[config.mk]
export PLATFORM = sky130hd
export DESIGN_NAME = virtio_blk_top
export DESIGN_NICKNAME = d
export VERILOG_FILES = /design/src/virtio_blk_pkg.sv /design/src/virtio_mmio_regs.sv /design/src/virtq_ctrl.sv /design/src/desc_loader.sv /design/src/completion_writer.sv /design/src/virtio_blk_top.sv
export SDC_FILE = /design/constraint.sdc
export NUM_CORES = 2
export LEC_CHECK = 0
export ABC_CLOCK_PERIOD_IN_PS = 49900
export BUFFER_PORTS_ARGS = -buffer_cell sky130_fd_sc_hd__buf_2
export CORE_MARGIN = 3
export CORE_UTILIZATION = 30
export CTS_BUF_LIST = sky130_fd_sc_hd__clkbuf_8
export CTS_CLUSTER_DIAMETER = 30
export DETAILED_ROUTE_END_ITERATION = 10
export MAX_ROUTING_LAYER = met4
export PLACE_DENSITY_LB_ADDON = 0.05
export SYNTH_ARGS = -nofsm -noshare
export SYNTH_HDL_FRONTEND = slang
export SYNTH_SLANG_ARGS = --single-unit
[constraint.sdc]
create_clock -name clk -period 49.9 [get_ports clk]
set_input_delay 4.99 -clock clk [delete_from_list [all_inputs] [get_ports clk]]
set_output_delay 4.99 -clock clk [all_outputs]
set_load 0.01 [all_outputs]
[src/virtio_blk_pkg.sv]
package virtio_blk_pkg;

   //////////////////////////////////////////////////////////////////////
   // legacy mmio register map
   localparam logic [11:0] REG_MAGIC         = 12'h000;
   localparam logic [11:0] REG_VERSION       = 12'h004;
   localparam logic [11:0] REG_DEVICE_ID     = 12'h008;
   localparam logic [11:0] REG_VENDOR_ID     = 12'h00c;
   localparam logic [11:0] REG_HOST_FEATURES = 12'h010;
   localparam logic [11:0] REG_QUEUE_NUM_MAX = 12'h034;
   localparam logic [11:0] REG_QUEUE_NUM     = 12'h038;
   localparam logic [11:0] REG_QUEUE_PFN     = 12'h040;
   localparam logic [11:0] REG_QUEUE_NOTIFY  = 12'h050;
   localparam logic [11:0] REG_INT_STATUS    = 12'h060;
   localparam logic [11:0] REG_INT_ACK       = 12'h064;
   localparam logic [11:0] REG_STATUS        = 12'h070;

   // identity
   localparam logic [31:0] MAGIC_VALUE    = 32'h7472_6976;
   localparam logic [31:0] VIRTIO_VERSION = 32'd1;
   localparam logic [31:0] DEVICE_ID_BLK  = 32'd2;
   localparam logic [31:0] VENDOR_ID      = 32'h554d_4551;
   localparam logic [31:0] QUEUE_NUM_MAX  = 32'd8;

   // ring geometry
   localparam logic [31:0] QUEUE_ALIGN   = 32'd4096;
   localparam logic [31:0] DESC_SIZE     = 32'd16;
   localparam logic [31:0] DESC_ADDR_OFS = 32'd4;
   localparam logic [31:0] DESC_LINK_OFS = 32'd12;

   localparam logic [31:0] BLK_T_IN     = 32'd0;
   localparam logic [31:0] BLK_T_OUT    = 32'd1;
   localparam logic [7:0]  BLK_S_OK     = 8'd0;
   localparam logic [7:0]  BLK_S_UNSUPP = 8'd2;

   localparam logic MEM_READ  = 1'b0;
   localparam logic MEM_WRITE = 1'b1;

   //////////////////////////////////////////////////////////////////////
   typedef struct packed {
      logic [31:0] araddr;
      logic        arvalid;
      logic        rready;
      logic [31:0] awaddr;
      logic        awvalid;
      logic [31:0] wdata;
      logic        wvalid;
      logic        bready;
   } axil_req_t;

   typedef struct packed {
      logic        arready;
      logic [31:0] rdata;
      logic        rvalid;
      logic        awready;
      logic        wready;
      logic        bvalid;
      logic [1:0]  bresp;
   } axil_rsp_t;

   typedef struct packed {
      logic        enable;
      logic        mode;
      logic [31:0] addr;
      logic [31:0] wdata;
      logic [3:0]  wstrb;
   } mem_req_t;

   typedef struct packed {
      logic        enable;
      logic [31:0] data;
   } mem_rsp_t;

   typedef struct packed {
      logic [15:0] queue_num;
      logic [19:0] queue_pfn;
   } ring_cfg_t;

   typedef struct packed {
      logic [15:0] head_idx;
      logic [31:0] btype;
      logic [31:0] status_addr;
   } chain_info_t;

   //////////////////////////////////////////////////////////////////////
   // ring layout
   function automatic logic [15:0] vq_slot(ring_cfg_t cfg, logic [15:0] idx);
      if (cfg.queue_num == 16'h0) begin
         return idx;
      end
      return idx % cfg.queue_num;
   endfunction

   function automatic logic [31:0] vq_desc_base(ring_cfg_t cfg);
      return {cfg.queue_pfn, 12'h000};
   endfunction

   function automatic logic [31:0] vq_avail_base(ring_cfg_t cfg);
      return vq_desc_base(cfg) + DESC_SIZE * {16'h0, cfg.queue_num};
   endfunction

   // used ring begins on the next page boundary after the avail ring
   function automatic logic [31:0] vq_used_base(ring_cfg_t cfg);
      logic [31:0] avail_end;
      avail_end = vq_avail_base(cfg) + 32'd4 + ({16'h0, cfg.queue_num} << 2);
      return (avail_end + QUEUE_ALIGN - 32'd1) & ~(QUEUE_ALIGN - 32'd1);
   endfunction

   function automatic logic [31:0] vq_desc_addr(ring_cfg_t cfg, logic [15:0] idx);
      return vq_desc_base(cfg) + DESC_SIZE * {16'h0, vq_slot(cfg, idx)};
   endfunction

endpackage

[src/virtio_mmio_regs.sv]
`timescale 1ns/1ps

module virtio_mmio_regs (
   input  logic                      clk,
   input  logic                      rstn,
   input  virtio_blk_pkg::axil_req_t core_req,
   output virtio_blk_pkg::axil_rsp_t core_rsp,
   output virtio_blk_pkg::ring_cfg_t ring_cfg,
   output logic                      notify,
   input  logic                      irq_raise,
   output logic                      virtio_interrupt
);
   import virtio_blk_pkg::*;

   typedef enum logic [1:0] {
      ST_QUERY,
      ST_RREADY,
      ST_BREADY
   } bus_state_t;

   bus_state_t  bus_state;
   logic        arready;
   logic        rvalid;
   logic [31:0] rdata;
   logic        awready;
   logic        wready;
   logic        bvalid;
   logic [11:0] wr_ofs;
   logic [31:0] wr_data;
   logic [31:0] dev_status;
   logic        int_status;

   function automatic logic [31:0] read_reg(logic [11:0] ofs);
      case (ofs)
         REG_MAGIC:         return MAGIC_VALUE;
         REG_VERSION:       return VIRTIO_VERSION;
         REG_DEVICE_ID:     return DEVICE_ID_BLK;
         REG_VENDOR_ID:     return VENDOR_ID;
         REG_HOST_FEATURES: return 32'h0;
         REG_QUEUE_NUM_MAX: return QUEUE_NUM_MAX;
         REG_QUEUE_NUM:     return {16'h0, ring_cfg.queue_num};
         REG_QUEUE_PFN:     return {12'h0, ring_cfg.queue_pfn};
         REG_INT_STATUS:    return {31'h0, int_status};
         REG_STATUS:        return dev_status;
         default:           return 32'h0;
      endcase
   endfunction

   always_ff @(posedge clk) begin
      if (rstn) begin
         bus_state  <= ST_QUERY;
         arready    <= 1'b1;
         rvalid     <= 1'b0;
         awready    <= 1'b1;
         wready     <= 1'b1;
         bvalid     <= 1'b0;
         notify     <= 1'b0;
         ring_cfg   <= '0;
         dev_status <= 32'h0;
         int_status <= 1'b0;
      end else begin
         notify <= 1'b0;
         // address and data halves may come in either order
         if (core_req.awvalid && awready) begin
            wr_ofs  <= core_req.awaddr[11:0];
            awready <= 1'b0;
         end
         if (core_req.wvalid && wready) begin
            wr_data <= core_req.wdata;
            wready  <= 1'b0;
         end
         case (bus_state)
            ST_QUERY: begin
               if (core_req.arvalid && arready) begin
                  arready   <= 1'b0;
                  rvalid    <= 1'b1;
                  rdata     <= read_reg(core_req.araddr[11:0]);
                  bus_state <= ST_RREADY;
               end else if (!awready && !wready) begin
                  case (wr_ofs)
                     REG_QUEUE_NUM:    ring_cfg.queue_num <= wr_data[15:0];
                     REG_QUEUE_PFN:    ring_cfg.queue_pfn <= wr_data[19:0];
                     REG_QUEUE_NOTIFY: notify <= 1'b1;
                     REG_INT_ACK: begin
                        if (wr_data[0]) begin
                           int_status <= 1'b0;
                        end
                     end
                     REG_STATUS:       dev_status <= wr_data;
                     default: ;
                  endcase
                  arready   <= 1'b0;
                  bvalid    <= 1'b1;
                  bus_state <= ST_BREADY;
               end
            end
            ST_RREADY: begin
               if (core_req.rready) begin
                  rvalid    <= 1'b0;
                  arready   <= 1'b1;
                  bus_state <= ST_QUERY;
               end
            end
            default: begin
               if (core_req.bready) begin
                  bvalid    <= 1'b0;
                  arready   <= 1'b1;
                  awready   <= 1'b1;
                  wready    <= 1'b1;
                  bus_state <= ST_QUERY;
               end
            end
         endcase
         // a new batch end wins over a same-cycle ack
         if (irq_raise) begin
            int_status <= 1'b1;
         end
      end
   end

   assign core_rsp = '{arready: arready, rdata: rdata, rvalid: rvalid, awready: awready,
                       wready: wready, bvalid: bvalid, bresp: 2'b00};
   assign virtio_interrupt = int_status;

endmodule

[src/virtq_ctrl.sv]
`timescale 1ns/1ps

module virtq_ctrl (
   input  logic                      clk,
   input  logic                      rstn,
   input  logic                      notify,
   input  virtio_blk_pkg::ring_cfg_t ring_cfg,
   output virtio_blk_pkg::mem_req_t  mem_req,
   input  virtio_blk_pkg::mem_rsp_t  mem_rsp,
   output logic                      loader_start,
   output logic [15:0]               head_idx,
   input  virtio_blk_pkg::mem_req_t  loader_req,
   input  logic                      loader_done,
   output logic                      writer_start,
   output logic [15:0]               used_idx,
   input  virtio_blk_pkg::mem_req_t  writer_req,
   input  logic                      writer_done,
   output logic                      irq_raise
);
   import virtio_blk_pkg::*;

   typedef enum logic [2:0] {
      S_IDLE,
      S_AVAIL_IDX,
      S_AVAIL_ENT,
      S_LOAD_CHAIN,
      S_COMPLETE,
      S_RAISE_IRQ
   } ctrl_state_t;

   ctrl_state_t state;
   logic        own_en;
   logic [31:0] own_addr;
   logic [31:0] avail_base;
   mem_req_t    own_req;

   assign avail_base = vq_avail_base(ring_cfg);
   assign own_req = '{enable: own_en, mode: MEM_READ, addr: own_addr, wdata: 32'h0, wstrb: 4'h0};

   // memory port goes to whichever block is active
   always_comb begin
      case (state)
         S_LOAD_CHAIN: mem_req = loader_req;
         S_COMPLETE:   mem_req = writer_req;
         default:      mem_req = own_req;
      endcase
   end

   always_ff @(posedge clk) begin
      if (rstn) begin
         state        <= S_IDLE;
         own_en       <= 1'b0;
         loader_start <= 1'b0;
         writer_start <= 1'b0;
         irq_raise    <= 1'b0;
         used_idx     <= 16'h0;
      end else begin
         own_en       <= 1'b0;
         loader_start <= 1'b0;
         writer_start <= 1'b0;
         irq_raise    <= 1'b0;
         case (state)
            S_IDLE: begin
               if (notify) begin
                  own_en   <= 1'b1;
                  own_addr <= avail_base;
                  state    <= S_AVAIL_IDX;
               end
            end
            // avail idx lives in the low half of the first avail word
            S_AVAIL_IDX: begin
               if (mem_rsp.enable) begin
                  if (mem_rsp.data[15:0] != used_idx) begin
                     own_en   <= 1'b1;
                     own_addr <= avail_base + 32'd4 +
                                 ({16'h0, vq_slot(ring_cfg, used_idx)} << 2);
                     state    <= S_AVAIL_ENT;
                  end else begin
                     state <= S_RAISE_IRQ;
                  end
               end
            end
            S_AVAIL_ENT: begin
               if (mem_rsp.enable) begin
                  head_idx     <= mem_rsp.data[15:0];
                  used_idx     <= used_idx + 16'd1;
                  loader_start <= 1'b1;
                  state        <= S_LOAD_CHAIN;
               end
            end
            S_LOAD_CHAIN: begin
               if (loader_done) begin
                  writer_start <= 1'b1;
                  state        <= S_COMPLETE;
               end
            end
            S_COMPLETE: begin
               // recheck avail idx, more may have been posted
               if (writer_done) begin
                  own_en   <= 1'b1;
                  own_addr <= avail_base;
                  state    <= S_AVAIL_IDX;
               end
            end
            S_RAISE_IRQ: begin
               irq_raise <= 1'b1;
               state     <= S_IDLE;
            end
            default: state <= S_IDLE;
         endcase
      end
   end

endmodule

[src/desc_loader.sv]
`timescale 1ns/1ps

module desc_loader (
   input  logic                        clk,
   input  logic                        rstn,
   input  logic                        loader_start,
   input  logic [15:0]                 head_idx,
   input  virtio_blk_pkg::ring_cfg_t   ring_cfg,
   output virtio_blk_pkg::mem_req_t    loader_req,
   input  virtio_blk_pkg::mem_rsp_t    mem_rsp,
   output logic                        loader_done,
   output virtio_blk_pkg::chain_info_t chain
);
   import virtio_blk_pkg::*;

   logic        busy;
   logic [2:0]  step;
   logic        req_en;
   logic [15:0] next_idx;
   logic [31:0] buf_addr;
   logic [31:0] rd_addr;

   // head addr, head link, out header type, 2nd link, 3rd addr, 3rd link
   always_comb begin
      case (step)
         3'd0:    rd_addr = vq_desc_addr(ring_cfg, chain.head_idx) + DESC_ADDR_OFS;
         3'd1:    rd_addr = vq_desc_addr(ring_cfg, chain.head_idx) + DESC_LINK_OFS;
         3'd2:    rd_addr = buf_addr;
         3'd4:    rd_addr = vq_desc_addr(ring_cfg, next_idx) + DESC_ADDR_OFS;
         default: rd_addr = vq_desc_addr(ring_cfg, next_idx) + DESC_LINK_OFS;
      endcase
   end

   assign loader_req = '{enable: req_en, mode: MEM_READ, addr: rd_addr,
                         wdata: 32'h0, wstrb: 4'h0};

   always_ff @(posedge clk) begin
      if (rstn) begin
         busy        <= 1'b0;
         step        <= 3'd0;
         req_en      <= 1'b0;
         loader_done <= 1'b0;
      end else begin
         req_en      <= 1'b0;
         loader_done <= 1'b0;
         if (loader_start) begin
            busy           <= 1'b1;
            step           <= 3'd0;
            req_en         <= 1'b1;
            chain.head_idx <= head_idx;
         end else if (busy && mem_rsp.enable) begin
            // next index sits in the low half of a link word
            case (step)
               3'd0:    buf_addr          <= mem_rsp.data;
               3'd1:    next_idx          <= mem_rsp.data[15:0];
               3'd2:    chain.btype       <= mem_rsp.data;
               3'd3:    next_idx          <= mem_rsp.data[15:0];
               3'd4:    chain.status_addr <= mem_rsp.data;
               default: ;
            endcase
            if (step == 3'd5) begin
               busy        <= 1'b0;
               loader_done <= 1'b1;
            end else begin
               step   <= step + 3'd1;
               req_en <= 1'b1;
            end
         end
      end
   end

endmodule

[src/completion_writer.sv]
`timescale 1ns/1ps

module completion_writer (
   input  logic                        clk,
   input  logic                        rstn,
   input  logic                        writer_start,
   input  virtio_blk_pkg::chain_info_t chain,
   input  logic [15:0]                 used_idx,
   input  virtio_blk_pkg::ring_cfg_t   ring_cfg,
   output virtio_blk_pkg::mem_req_t    writer_req,
   input  virtio_blk_pkg::mem_rsp_t    mem_rsp,
   output logic                        writer_done
);
   import virtio_blk_pkg::*;

   logic        busy;
   logic [1:0]  step;
   logic        req_en;
   logic [15:0] slot;
   logic [31:0] entry_addr;
   logic [7:0]  status;

   // used_idx was already bumped for this request
   assign slot       = vq_slot(ring_cfg, used_idx - 16'd1);
   assign entry_addr = vq_used_base(ring_cfg) + 32'd4 + ({16'h0, slot} << 3);
   assign status     = (chain.btype == BLK_T_IN || chain.btype == BLK_T_OUT) ?
                       BLK_S_OK : BLK_S_UNSUPP;

   always_comb begin
      writer_req.enable = req_en;
      writer_req.mode   = MEM_WRITE;
      writer_req.wstrb  = 4'b1111;
      case (step)
         2'd0: begin
            writer_req.addr  = chain.status_addr;
            writer_req.wdata = {24'h0, status};
            writer_req.wstrb = 4'b0001;
         end
         2'd1: begin
            writer_req.addr  = entry_addr;
            writer_req.wdata = {16'h0, chain.head_idx};
         end
         // length word, no data moved
         2'd2: begin
            writer_req.addr  = entry_addr + 32'd4;
            writer_req.wdata = 32'h0;
         end
         default: begin
            writer_req.addr  = vq_used_base(ring_cfg);
            writer_req.wdata = {16'h0, used_idx};
         end
      endcase
   end

   always_ff @(posedge clk) begin
      if (rstn) begin
         busy        <= 1'b0;
         step        <= 2'd0;
         req_en      <= 1'b0;
         writer_done <= 1'b0;
      end else begin
         req_en      <= 1'b0;
         writer_done <= 1'b0;
         if (writer_start) begin
            busy   <= 1'b1;
            step   <= 2'd0;
            req_en <= 1'b1;
         end else if (busy && mem_rsp.enable) begin
            if (step == 2'd3) begin
               busy        <= 1'b0;
               writer_done <= 1'b1;
            end else begin
               step   <= step + 2'd1;
               req_en <= 1'b1;
            end
         end
      end
   end

endmodule

[src/virtio_blk_top.sv]
`timescale 1ns/1ps

module virtio_blk_top (
   input  logic                      clk,
   input  logic                      rstn,
   input  virtio_blk_pkg::axil_req_t core_req,
   output virtio_blk_pkg::axil_rsp_t core_rsp,
   output virtio_blk_pkg::mem_req_t  mem_req,
   input  virtio_blk_pkg::mem_rsp_t  mem_rsp,
   output logic                      virtio_interrupt
);
   import virtio_blk_pkg::*;

   ring_cfg_t   ring_cfg;
   logic        notify;
   logic        irq_raise;
   logic        loader_start;
   logic        loader_done;
   logic        writer_start;
   logic        writer_done;
   logic [15:0] head_idx;
   logic [15:0] used_idx;
   mem_req_t    loader_req;
   mem_req_t    writer_req;
   chain_info_t chain;

   virtio_mmio_regs u_regs (
      .clk              (clk),
      .rstn             (rstn),
      .core_req         (core_req),
      .core_rsp         (core_rsp),
      .ring_cfg         (ring_cfg),
      .notify           (notify),
      .irq_raise        (irq_raise),
      .virtio_interrupt (virtio_interrupt)
   );

   virtq_ctrl u_ctrl (
      .clk          (clk),
      .rstn         (rstn),
      .notify       (notify),
      .ring_cfg     (ring_cfg),
      .mem_req      (mem_req),
      .mem_rsp      (mem_rsp),
      .loader_start (loader_start),
      .head_idx     (head_idx),
      .loader_req   (loader_req),
      .loader_done  (loader_done),
      .writer_start (writer_start),
      .used_idx     (used_idx),
      .writer_req   (writer_req),
      .writer_done  (writer_done),
      .irq_raise    (irq_raise)
   );

   // responses fan out, only the busy block listens
   desc_loader u_loader (
      .clk          (clk),
      .rstn         (rstn),
      .loader_start (loader_start),
      .head_idx     (head_idx),
      .ring_cfg     (ring_cfg),
      .loader_req   (loader_req),
      .mem_rsp      (mem_rsp),
      .loader_done  (loader_done),
      .chain        (chain)
   );

   completion_writer u_writer (
      .clk          (clk),
      .rstn         (rstn),
      .writer_start (writer_start),
      .chain        (chain),
      .used_idx     (used_idx),
      .ring_cfg     (ring_cfg),
      .writer_req   (writer_req),
      .mem_rsp      (mem_rsp),
      .writer_done  (writer_done)
   );

endmodule

==> results.md <==
* Synth unique cells at 101
* Post-synthesis sequential area ratio at 20.2%
* Clk buf depth at 3
* Slew Limit Fails at 0
* Initial Util at a little under a third
* Htree depth at 3
* Largest net degree at the start of global routing at 60
* Total grt overflow at 0
* Worst Tran Pin Value at 1.31 ns
* WHS Endpoint: u_loader.chain[79]$_DFFE_PP_
* Final setup TNS at 0 ns
* RR Endpoint: u_ctrl.own_addr[26]$_DFFE_PP_
* Slew Limit Headroom at 12.3%
* Final #Nets at 7058
* Die height at ~400 um
* Main synth FF type: edfxtp_1
* Reg-to-reg slack, setup at ~12 ns
* Unrepaired setup endpoints after global routing: false
* Crit path DAT at 39.15 ns
* Layout cell share with drive strength beyond 1 at a little over a tenth
* DR WL/cell at about 25 um
* Fill cell count at about 17000
* Routability cong. at roughly 0.94
* CTS tree: built
* Initial antenna violation count at 20
* # Max-Cap Violations at 0
* Final Hold Fails at 0
* Fmax at 22.7 MHz
* Syn_area_per_cell at 7.84 um^2
* Routed Antenna Nets at 0
* Startpoint types: flip-flop
* CP max stage cell: nor4_2
* Post-synth EDFFs at 249
* Worst r2r path cells at 136
* Final Skew at about 0.068 ns
* Critical path class: reg -> out
* DRT Pass-1 Iters at 5
* Final worst slack at roughly 5.8 ns
* Most frequent cells in the layout: ha_1 (632), nor2_1 (595), nand2_1 (574), a21oi_1 (451), o21ai_0 (345)
* Core Footprint at about 0.16 mm^2
* Post-CTS Hold Buffers at 0
* DPL Wire Length at between 150000 and 200000 um
* Yosys warns at 0
* Num rows at 146
* First-pass GRT wire length at 308000 um
* Final core utilization at 33.8%
* Hold path start: u_ctrl.head_idx[15]$_DFFE_PP_
* Area occupied by multi-input gates at around 0.036 mm^2
* # IOs at around 250
* Critical path peak fanout at 17
* Largest delay share family, worst path: compound AO/OA/AOI/OAI gates
* Final setup vio count at 0
* Total global-route track usage at around a quarter
* Clk slew on worst S/H paths at 0.06 ns
* Worst-skew pair later-pin latency at slightly below 0.8 ns
* Run status: complete, no violations
* CTS Buf Count at 82
* Seq cells post-synth at 360
* Commonest non-fill, non-tap cell in the layout: ha_1
* Layout area overhead at 11.7%
* Worst EP required at between 40 and 50 ns
* Crit path time final at 44.14 ns
* WL final at between 200000 and 250000 um
* Drt first-iter violations at 3767
* Reg2reg start: u_regs.ring_cfg[20]$_SDFFE_PP0P_
* Asr flop ratio synth at 0%
* Setup WS pre-CTS at just over 7 ns
* Vias at 47856
* Final Cycle Share at about nine tenths
* Gate Count Post-Synth at just over 6000
* Hold Path Class: reg -> reg
* Critical path capture point type: output port
* Die span in x at around 410 um
* Post-Syn Area at ~0.048 mm^2
* Post-cts sizing count at 0
* Sequential Area at roughly 0.0097 mm^2
* CP peak stage delay at ~1.1 ns
* Post CTS Setup Buffer Count at 0
* Vias in the first global route at 45722
* # port buffers at approximately 190
* CTS Root Cell: clkbuf_8
* Critical Path Most Common Cell: o21a_1
* CTS Sinks at 360
* WHS Path Cells at 0
* Post-DR vias/cell at around 5.7
* WP buf/inv at 8
* # DRC at 0
* Die Area at between 0.15 and 0.2 mm^2
layout make-up:
type / count / share of cell area, %
antenna: 11 / 0.0514
multi-input combinational: 5246 / 67.9
clock inverter: 70 / 1.39
timing repair buffer: 326 / 3.72
inverter: 265 / 1.87
sequential: 360 / 18.1
clock buffer: 84 / 2.16
tap: 2072 / 4.84
stage by stage:
stage                     instances  instance area [um^2]  hold slack, ns
final                          8434                 53600           0.411
after global routing           8434                 53600           0.421
after CTS                      8423                 53600           0.415
after detailed placement       8269                 51700           0.405
after global placement         8269                 51700           0.400
after floorplan                6132                 48000           0.400
routing by layer:
layer,vias up,part of all wire (%),GRT usage [%]
met1,23004,47,34.5
li1,23260,-,-
met4,0,3.3,7.77
met2,1336,45,41.0
met3,256,4.5,2.45
met5,-,0,-
worst register-to-register path, delay by kind of cell (launching register included):
kind / cells / cell delay, ns
AND/OR/NAND/NOR: 16 / 3.70
flip-flops: 1 / 0.32
multiplexers: 8 / 2.65
adder cells (fa/ha/maj): 17 / 5.46
AO/OA/AOI/OAI: 86 / 22.80
XOR/XNOR: 1 / 0.20
buffers and inverters: 8 / 2.43
logic make-up after synthesis:
group / count (synthesis) / share of synthesized area [%]
AOI/OAI and AO/OA: 1882 / 26.3
xor gates and xnor gates: 388 / 7.08
adders and majority gates: 641 / 16.8
buffers and inverters: 526 / 4.34
DFF: 360 / 20.2
muxes: 168 / 3.76
other: 1 / 0.00782
and+or+nand+nor: 2149 / 21.5
synthesized netlist by cell type (61+ instances only):
master,number,area (um^2)
xnor2_1,251,2200
edfxtp_1,249,7480
dfxtp_1,111,2220
nor4_1,61,382
or3_1,72,450
a21oi_1,452,2260
mux2_2,91,1020
nor2b_1,69,432
a31oi_1,84,526
nor2_1,599,2250
a21o_1,166,1250
xor2_1,137,1200
mux2i_1,75,751
o21a_1,223,1670
nand2_1,574,2150
nand4_1,80,500
ha_1,633,7920
clkbuf_1,211,792
o21ai_0,346,1730
nand3_1,135,676
inv_1,262,983
nor3_1,253,1270
state kept, by name (all words and copies together) (netlist names), 12 cells and up:
signal             count
u_regs.rdata          32
u_loader.buf_addr     32
u_ctrl.head_idx       16
u_loader.chain        79
u_regs.wr_ofs         12
u_ctrl.own_addr       30
u_loader.next_idx     16
u_ctrl.used_idx       16
u_regs.wr_data        32
u_regs.ring_cfg       36
u_regs.dev_status     32
how the worst max path moves through the flow:
stage	startpoint	to	slack, ns	cells past startpoint
after floorplan	u_regs.ring_cfg[20]$_SDFFE_PP0P_	mem_req[60]	12.97	147
after global placement	u_regs.ring_cfg[30]$_SDFFE_PP0P_	mem_req[60]	7.36	144
after detailed placement	u_regs.ring_cfg[30]$_SDFFE_PP0P_	mem_req[60]	7.19	145
after CTS	u_regs.ring_cfg[30]$_SDFFE_PP0P_	mem_req[60]	6.19	145
after global routing	u_regs.ring_cfg[30]$_SDFFE_PP0P_	mem_req[60]	3.07	145
final	u_regs.ring_cfg[30]$_SDFFE_PP0P_	mem_req[60]	5.76	145
Power is not shown: default switching activity piles up to over one toggle a cycle in this logic, so the estimate is an artifact.
